## config.mk

```make
export PLATFORM = sky130hd
export DESIGN_NAME = cfo_frontend
export DESIGN_NICKNAME = d
export VERILOG_FILES = /design/src/source/rx_pkg.sv /design/src/source/cfo_frontend.sv /design/src/source/complex_rotator.sv /design/src/source/nco_lut.sv /design/src/source/cfo_tracker.sv
export SDC_FILE = /design/constraint.sdc
export NUM_CORES = 2
export LEC_CHECK = 0
export BUFFER_PORTS_ARGS = -buffer_cell sky130_fd_sc_hd__buf_2
export CELL_PAD_IN_SITES_DETAIL_PLACEMENT = 0
export CELL_PAD_IN_SITES_GLOBAL_PLACEMENT = 2
export CORE_AREA = 2 2 407 409
export DETAILED_ROUTE_END_ITERATION = 8
export DIE_AREA = 0 0 409 411
export PLACE_DENSITY_LB_ADDON = 0.2
export SETUP_SLACK_MARGIN = 0.1
export SYNTH_ARGS = -nofsm -noshare
export SYNTH_HDL_FRONTEND = slang
export SYNTH_SLANG_ARGS = --single-unit
```

## constraint.sdc

```tcl
create_clock -name clk_i -period 9.5 [get_ports clk_i]
set_input_delay 0.95 -clock clk_i [delete_from_list [all_inputs] [get_ports clk_i]]
set_output_delay 0.95 -clock clk_i [all_outputs]
set_load 0.01 [all_outputs]
```

## src/source/rx_pkg.sv

```systemverilog
`default_nettype none

package rx_pkg;

    // ------------------------------------------------------------------------
    // widths
    // ------------------------------------------------------------------------
    localparam int IQ_DW        = 16;
    localparam int SAMPLE_DW    = 32;
    localparam int PHASE_DW     = 20;
    localparam int LUT_BITS     = 3;
    localparam int SAMPLE_ID_DW = 64;

    // rotator product scaling, table amplitude is 2^15 - 1
    localparam int FRAC_BITS    = 15;

    // ------------------------------------------------------------------------
    // tracker mode
    // ------------------------------------------------------------------------
    typedef enum logic {
        CFO_AUTO   = 1'b0,
        CFO_MANUAL = 1'b1
    } cfo_mode_e;

    // ------------------------------------------------------------------------
    // unit vector table, entry k at k * 45 degrees
    // ------------------------------------------------------------------------
    localparam logic signed [IQ_DW-1:0] COS_TABLE [0:7] = '{
        16'sd32767,
        16'sd23170,
        16'sd0,
        -16'sd23170,
        -16'sd32767,
        -16'sd23170,
        16'sd0,
        16'sd23170
    };

    localparam logic signed [IQ_DW-1:0] SIN_TABLE [0:7] = '{
        16'sd0,
        16'sd23170,
        16'sd32767,
        16'sd23170,
        16'sd0,
        -16'sd23170,
        -16'sd32767,
        -16'sd23170
    };

endpackage

`default_nettype wire
```

## src/source/cfo_frontend.sv

```systemverilog
`timescale 1ns/1ps
`default_nettype none

module cfo_frontend #(
    parameter int IQ_W = rx_pkg::IQ_DW
) (
    input  wire                                      clk_i,
    input  wire                                      reset_ni,
    input  wire        [rx_pkg::SAMPLE_DW-1:0]       sample_i,
    input  wire                                      sample_valid_i,
    input  wire signed [rx_pkg::PHASE_DW-1:0]        cfo_inc_i,
    input  wire                                      cfo_valid_i,
    input  wire rx_pkg::cfo_mode_e                   cfo_mode_i,
    output logic       [rx_pkg::SAMPLE_DW-1:0]       sample_o,
    output logic       [rx_pkg::SAMPLE_ID_DW-1:0]    sample_id_o,
    output logic                                     sample_valid_o
);

    // tracker to lookup
    logic [rx_pkg::SAMPLE_DW-1:0]    track_sample;
    logic [rx_pkg::PHASE_DW-1:0]     track_phase;
    logic [rx_pkg::SAMPLE_ID_DW-1:0] track_id;
    logic                            track_valid;

    // lookup to rotator
    logic [rx_pkg::SAMPLE_DW-1:0]    lut_sample;
    logic signed [IQ_W-1:0]          lut_cos;
    logic signed [IQ_W-1:0]          lut_sin;
    logic [rx_pkg::SAMPLE_ID_DW-1:0] lut_id;
    logic                            lut_valid;

    cfo_tracker cfo_tracker_i (
        .clk_i          (clk_i),
        .reset_ni       (reset_ni),
        .sample_i       (sample_i),
        .sample_valid_i (sample_valid_i),
        .cfo_inc_i      (cfo_inc_i),
        .cfo_valid_i    (cfo_valid_i),
        .cfo_mode_i     (cfo_mode_i),
        .sample_o       (track_sample),
        .phase_o        (track_phase),
        .sample_id_o    (track_id),
        .sample_valid_o (track_valid)
    );

    nco_lut #(
        .IQ_W (IQ_W)
    ) nco_lut_i (
        .clk_i       (clk_i),
        .reset_ni    (reset_ni),
        .sample_i    (track_sample),
        .phase_i     (track_phase),
        .sample_id_i (track_id),
        .valid_i     (track_valid),
        .sample_o    (lut_sample),
        .cos_o       (lut_cos),
        .sin_o       (lut_sin),
        .sample_id_o (lut_id),
        .valid_o     (lut_valid)
    );

    complex_rotator #(
        .IQ_W (IQ_W)
    ) complex_rotator_i (
        .clk_i       (clk_i),
        .reset_ni    (reset_ni),
        .sample_i    (lut_sample),
        .cos_i       (lut_cos),
        .sin_i       (lut_sin),
        .sample_id_i (lut_id),
        .valid_i     (lut_valid),
        .sample_o    (sample_o),
        .sample_id_o (sample_id_o),
        .valid_o     (sample_valid_o)
    );

endmodule

`default_nettype wire

```

## src/source/complex_rotator.sv

```systemverilog
`timescale 1ns/1ps
`default_nettype none

module complex_rotator #(
    parameter int IQ_W = 16
) (
    input  wire                                   clk_i,
    input  wire                                   reset_ni,
    input  wire  [rx_pkg::SAMPLE_DW-1:0]          sample_i,
    input  wire  signed [IQ_W-1:0]                cos_i,
    input  wire  signed [IQ_W-1:0]                sin_i,
    input  wire  [rx_pkg::SAMPLE_ID_DW-1:0]       sample_id_i,
    input  wire                                   valid_i,
    output logic [rx_pkg::SAMPLE_DW-1:0]          sample_o,
    output logic [rx_pkg::SAMPLE_ID_DW-1:0]       sample_id_o,
    output logic                                  valid_o
);

    localparam int HALF   = rx_pkg::SAMPLE_DW / 2;
    localparam int PROD_W = HALF + IQ_W;
    localparam int SUM_W  = PROD_W + 1;

    logic signed [HALF-1:0]   in_i;
    logic signed [HALF-1:0]   in_q;
    logic signed [PROD_W-1:0] p_ic;
    logic signed [PROD_W-1:0] p_qs;
    logic signed [PROD_W-1:0] p_is;
    logic signed [PROD_W-1:0] p_qc;
    logic [rx_pkg::SAMPLE_ID_DW-1:0] id_d1;
    logic                     valid_d1;
    logic signed [SUM_W-1:0]  sum_i;
    logic signed [SUM_W-1:0]  sum_q;
    logic signed [IQ_W-1:0]   rot_i;
    logic signed [IQ_W-1:0]   rot_q;

    // I in the low half, Q in the high half
    assign in_i = sample_i[HALF-1:0];
    assign in_q = sample_i[rx_pkg::SAMPLE_DW-1:HALF];

    // ------------------------------------------------------------------------
    // stage 1, products
    // ------------------------------------------------------------------------
    always_ff @(posedge clk_i) begin
        if (valid_i) begin
            p_ic  <= in_i * cos_i;
            p_qs  <= in_q * sin_i;
            p_is  <= in_i * sin_i;
            p_qc  <= in_q * cos_i;
            id_d1 <= sample_id_i;
        end
    end

    // ------------------------------------------------------------------------
    // stage 2, sums scaled back to sample width
    // ------------------------------------------------------------------------
    always_comb begin
        sum_i = SUM_W'(p_ic) - SUM_W'(p_qs);
        sum_q = SUM_W'(p_is) + SUM_W'(p_qc);
        rot_i = IQ_W'(sum_i >>> rx_pkg::FRAC_BITS);
        rot_q = IQ_W'(sum_q >>> rx_pkg::FRAC_BITS);
    end

    always_ff @(posedge clk_i) begin
        if (valid_d1) begin
            sample_o    <= {HALF'(rot_q), HALF'(rot_i)};
            sample_id_o <= id_d1;
        end
    end

    always_ff @(posedge clk_i) begin
        if (!reset_ni) begin
            valid_d1 <= 1'b0;
            valid_o  <= 1'b0;
        end else begin
            valid_d1 <= valid_i;
            valid_o  <= valid_d1;
        end
    end

    valid_known: assert property (
        @(posedge clk_i) disable iff (!reset_ni) !$isunknown(valid_o)
    );

endmodule

`default_nettype wire

```

## src/source/nco_lut.sv

```systemverilog
`timescale 1ns/1ps
`default_nettype none

module nco_lut #(
    parameter int IQ_W = 16
) (
    input  wire                                   clk_i,
    input  wire                                   reset_ni,
    input  wire  [rx_pkg::SAMPLE_DW-1:0]          sample_i,
    input  wire  [rx_pkg::PHASE_DW-1:0]           phase_i,
    input  wire  [rx_pkg::SAMPLE_ID_DW-1:0]       sample_id_i,
    input  wire                                   valid_i,
    output logic [rx_pkg::SAMPLE_DW-1:0]          sample_o,
    output logic signed [IQ_W-1:0]                cos_o,
    output logic signed [IQ_W-1:0]                sin_o,
    output logic [rx_pkg::SAMPLE_ID_DW-1:0]       sample_id_o,
    output logic                                  valid_o
);

    logic [rx_pkg::LUT_BITS-1:0] lut_idx;

    // top phase bits pick the 45 degree sector
    assign lut_idx = phase_i[rx_pkg::PHASE_DW-1 -: rx_pkg::LUT_BITS];

    always_ff @(posedge clk_i) begin
        if (!reset_ni) begin
            valid_o <= 1'b0;
        end else begin
            valid_o <= valid_i;
        end
    end

    // vector, sample and index stay on the same pipeline slot
    always_ff @(posedge clk_i) begin
        if (valid_i) begin
            cos_o       <= IQ_W'(rx_pkg::COS_TABLE[lut_idx]);
            sin_o       <= IQ_W'(rx_pkg::SIN_TABLE[lut_idx]);
            sample_o    <= sample_i;
            sample_id_o <= sample_id_i;
        end
    end

endmodule

`default_nettype wire

```

## src/source/cfo_tracker.sv

```systemverilog
`timescale 1ns/1ps
`default_nettype none

module cfo_tracker (
    input  wire                                      clk_i,
    input  wire                                      reset_ni,
    input  wire        [rx_pkg::SAMPLE_DW-1:0]       sample_i,
    input  wire                                      sample_valid_i,
    input  wire signed [rx_pkg::PHASE_DW-1:0]        cfo_inc_i,
    input  wire                                      cfo_valid_i,
    input  wire rx_pkg::cfo_mode_e                   cfo_mode_i,
    output logic       [rx_pkg::SAMPLE_DW-1:0]       sample_o,
    output logic       [rx_pkg::PHASE_DW-1:0]        phase_o,
    output logic       [rx_pkg::SAMPLE_ID_DW-1:0]    sample_id_o,
    output logic                                     sample_valid_o
);

    logic signed [rx_pkg::PHASE_DW-1:0]     cfo_inc;
    logic        [rx_pkg::PHASE_DW-1:0]     phase;
    logic        [rx_pkg::SAMPLE_ID_DW-1:0] sample_cnt;

    // ------------------------------------------------------------------------
    // increment and phase
    // ------------------------------------------------------------------------
    always_ff @(posedge clk_i) begin
        if (!reset_ni) begin
            cfo_inc <= '0;
            phase   <= '0;
        end else if (cfo_mode_i == rx_pkg::CFO_MANUAL) begin
            cfo_inc <= '0;
            phase   <= '0;
        end else begin
            // reports are relative to the previous correction
            if (cfo_valid_i) begin
                cfo_inc <= cfo_inc - cfo_inc_i;
            end
            // step uses the increment from before this edge
            if (sample_valid_i) begin
                phase <= phase + $unsigned(cfo_inc);
            end
        end
    end

    // running sample index, counts in both modes
    always_ff @(posedge clk_i) begin
        if (!reset_ni) begin
            sample_cnt     <= '0;
            sample_valid_o <= 1'b0;
        end else begin
            sample_valid_o <= sample_valid_i;
            if (sample_valid_i) begin
                sample_cnt <= sample_cnt + 1'b1;
            end
        end
    end

    always_ff @(posedge clk_i) begin
        if (sample_valid_i) begin
            sample_o    <= sample_i;
            phase_o     <= phase;
            sample_id_o <= sample_cnt;
        end
    end

    // manual mode leaves the next sample unrotated
    manual_clears_phase: assert property (
        @(posedge clk_i) disable iff (!reset_ni)
        (cfo_mode_i == rx_pkg::CFO_MANUAL) ##1 sample_valid_i |=> (phase_o == '0)
    );

endmodule

`default_nettype wire

```

==> run summary <==
Fraction of synthesis flops using an asynchronous set or reset pin -> 0
Placement Rows -> 149
GRT met3 Usage -> 0.0333
Setup TNS -> 0 ps
HPWL after DPL -> 114000 µm
CTS Hold Buffers Added -> 0
Synth unique cells -> 81
Initial DRC Count -> 1645
Root Buffer -> clkbuf_16
Post-DR vias/cell -> 4.62
Slowest Stage Delay on Critical Path -> 670 ps
Max_cap viols -> 0
Netlist Area Pre-Place -> 0.0569 mm²
Clock latency on the worst-skew pair -> 710 ps
Final hold viol count -> 0
Synthesis-stage register bit count -> 597
First-pass GRT wire length -> 222000 µm
Vias -> 34.1k
WS Path Type -> reg -> reg
CTS tree -> yes
Total CTS buffers -> 72
Clock skew -> 81.2 ps
I/O Buffers -> 153
Cell Chain, Critical Path -> buf_4 > nand2_1 > inv_1 > fa_1 > inv_1 > fa_1 > inv_1 > fa_1 > inv_1 > fa_1 > fa_1 > fa_1 > inv_1 > ha_1 > a21o_1 > or2_2 > o311ai_0 > o31a_1 > o211ai_1 > a21oi_1 > xnor2_1
Slowest CP cell -> fa_1
Fin crit period -> 7340 ps
GRT Util Overall -> 0.174
Slew headroom -> 0.391
Post-DRT Antenna Nets -> 0
Initial Utilization -> 0.347
Post-synth net total -> 6420
IO Count -> 154
Yosys warnings -> 0
Worst Path Buf+Inv -> 6
Critical Path Fanout Max -> 34
Initial antenna violation count -> 19
Met1 Use GR -> 0.225
Least-Margin Pin Slew -> 913 ps
Status -> complete, no violations
Max Transition Viols Final -> 0
Via count of the first global-routing pass -> 37.9k
# DRC -> 0
Met2 Use GR -> 0.301
Startpoint Class -> flop
Final period utilization -> 0.773
Critical path data arrival time -> 7710 ps
Synth top area cells -> fa_1 (33%), edfxtp_1 (26%), ha_1 (10%), inv_1 (7.5%), dfxtp_1 (3.8%)
Data required, critical path -> 9870 ps
Gp weighted congestion -> 0.835
Grt ovf -> 0
RSZ-0062 raised after global routing -> false
Largest net degree at the start of global routing -> 71
Final Non-Filler Cells -> 7377
Worst path top cell family by delay -> adder cells
Post-CTS Setup Repair Bufs -> 0
Finish-stage setup viols -> 0
Worst-path clk slew -> 60 ps
Mapped Cells -> 4958
Maximum clock rate -> 136 MHz
Setup crit end kind -> flop
Die X -> 409 µm
Clock sink total -> 597
Main flop type after synthesis -> edfxtp_1
Fin nets -> 6587
Top cell by count, worst path -> fa_1
Dpl cells -> 7240
Post-synthesis sequential area ratio -> 0.296
Htree depth -> 3
Yosys top cell area share -> 0.333
Largest area contributor in the netlist -> fa_1
Die Y-Extent -> 411 µm
Post-synth EDFFs -> 489
Share of post-route cells with drive strength above 1 -> 0.0658
Area Overhead vs Synth -> 10.4%
Clock tree buffer depth -> 3
Die area -> 0.168 mm²
Fillers -> 16.2k
Cell area after layout -> 0.0629 mm²
Setup WS post-layout -> 2160 ps
Mean Syn Cell Area -> 11.5 µm²
GR peak layer -> met2
Core area -> 0.164 mm²
Final WL -> 141000 µm
Pre-CTS setup slack -> 2150 ps
# resized after CTS -> 0
Placed Area -> 0.0603 mm²
Hold Crit Class -> reg -> reg
Total iterations of the first detailed-routing run -> 5
DR WL/cell -> 19.1 µm
==> cell usage after synthesis (all sizes together) (13+ instances only) <==
master,instances
nor2,185
o21a,29
or3,20
fa,946
and3,28
nand2,245
and2,194
nand2b,28
nand4,23
o211ai,14
a21o,71
nor2b,32
o21bai,32
dfxtp,108
a31o,13
xnor2,213
mux2i,24
clkbuf,88
nor3,31
o21ai,100
a211oi,34
ha,459
nand3,46
edfxtp,489
a31oi,16
inv,1137
a21oi,146
a21boi,14
xor2,81
==> registers in the layout, summed over array words and instances (netlist names), 3 cells and up <==
signal                         cells
complex_rotator_i.p_qc            31
cfo_tracker_i.phase               20
cfo_tracker_i.sample_cnt          64
complex_rotator_i.p_ic            31
complex_rotator_i.sample_id_o     64
complex_rotator_i.p_qs            31
cfo_tracker_i.cfo_inc             20
complex_rotator_i.id_d1           64
cfo_tracker_i.sample_o            32
complex_rotator_i.p_is            31
nco_lut_i.sample_id_o             64
nco_lut_i.sin_o                    5
cfo_tracker_i.sample_id_o         64
complex_rotator_i.sample_o        32
nco_lut_i.cos_o                    5
nco_lut_i.sample_o                32
cfo_tracker_i.phase_o              3
==> routing by layer <==
metal,part of all wire,wire length (µm),up-vias
li1,-,-,16000
met1,0.43,60400,17400
met2,0.51,71100,499
met3,0.048,6700,143
met4,0.017,2340,22
met5,0.0010,144,-
==> worst register-to-register path, cell delays in order, from the launching register on <==
cell	delay, ps
edfxtp_1	350
buf_4	290
nand2_1	630
inv_1	580
fa_1	670
inv_1	50
fa_1	490
inv_1	50
fa_1	370
inv_1	80
fa_1	440
fa_1	460
fa_1	510
inv_1	40
ha_1	360
a21o_1	230
or2_2	280
o311ai_0	480
o31a_1	300
o211ai_1	120
a21oi_1	180
xnor2_1	80
==> worst paths after layout <==
| kind | slack, ps | endpoint | from | cells after the start |
|---|---|---|---|---|
| worst max-delay path | 2160 | complex_rotator_i.p_ic[30] | nco_lut_i.cos_o[13] | 21 |
| worst min-delay path | 370 | nco_lut_i.sample_o[14] | cfo_tracker_i.sample_o[14] | 0 |
| worst max register to register | 2160 | complex_rotator_i.p_ic[30] | nco_lut_i.cos_o[13] | 21 |
| worst min register to register | 370 | nco_lut_i.sample_o[14] | cfo_tracker_i.sample_o[14] | 0 |
==> metrics by stage <==
step / util / hold WS, ps
5_1_grt: 0.384 / 372
3_5_place_dp: 0.368 / 405
2_1_floorplan: - / 400
6_report: 0.384 / 374
3_3_place_gp: 0.368 / 402
4_1_cts: 0.383 / 357
==> area by class of cell <==
| class | instances | area, µm² | area share |
|---|---|---|---|
| Antenna cell | 3 | 7.51 | 0.000119 |
| Sequential cell | 597 | 16900 | 0.268 |
| Clock inverter | 45 | 609 | 0.00969 |
| Tap cell | 2189 | 2740 | 0.0436 |
| Inverter | 1138 | 4270 | 0.0680 |
| Timing Repair Buffer | 191 | 1060 | 0.0168 |
| Multi-Input combinational cell | 3125 | 35400 | 0.563 |
| Clock buffer | 89 | 1910 | 0.0303 |
==> logic make-up (layout without fill, tap and decap cells) <==
logic type	after synthesis	count (layout)	share of synthesized area
mux	27	27	0.00481
simple gates	867	867	0.0773
xor+xnor	294	294	0.0452
buf+inv	1236	1463	0.0820
compound gates	530	530	0.0607
flops	597	597	0.296
fa+ha+maj	1407	1407	0.434
other cells	0	3	0
==> cell usage in the layout (no fill, tap or decap), types with 6 or more instances in the layout <==
cell type,instances
inv_1,1137
fa_1,946
edfxtp_1,489
ha_1,459
nand2_1,244
xnor2_1,213
and2_1,193
nor2_1,184
buf_2,152
a21oi_1,145
dfxtp_1,105
o21ai_0,98
xor2_1,81
clkbuf_16,72
a21o_1,71
nand3_1,44
buf_4,38
a211oi_1,34
o21bai_1,32
nor2b_1,32
nor3_1,29
o21a_1,29
and3_1,28
nand2b_1,28
mux2i_1,24
nand4_1,21
or3_1,19
a31oi_1,16
clkinv_1,14
o211ai_1,14
a31o_2,13
a21boi_0,13
clkbuf_1,13
clkinv_2,11
bufinv_16,9
and4_1,8
o31ai_1,6
Power is not shown: default switching activity piles up to over one toggle a cycle in this logic, so the estimate is an artifact.
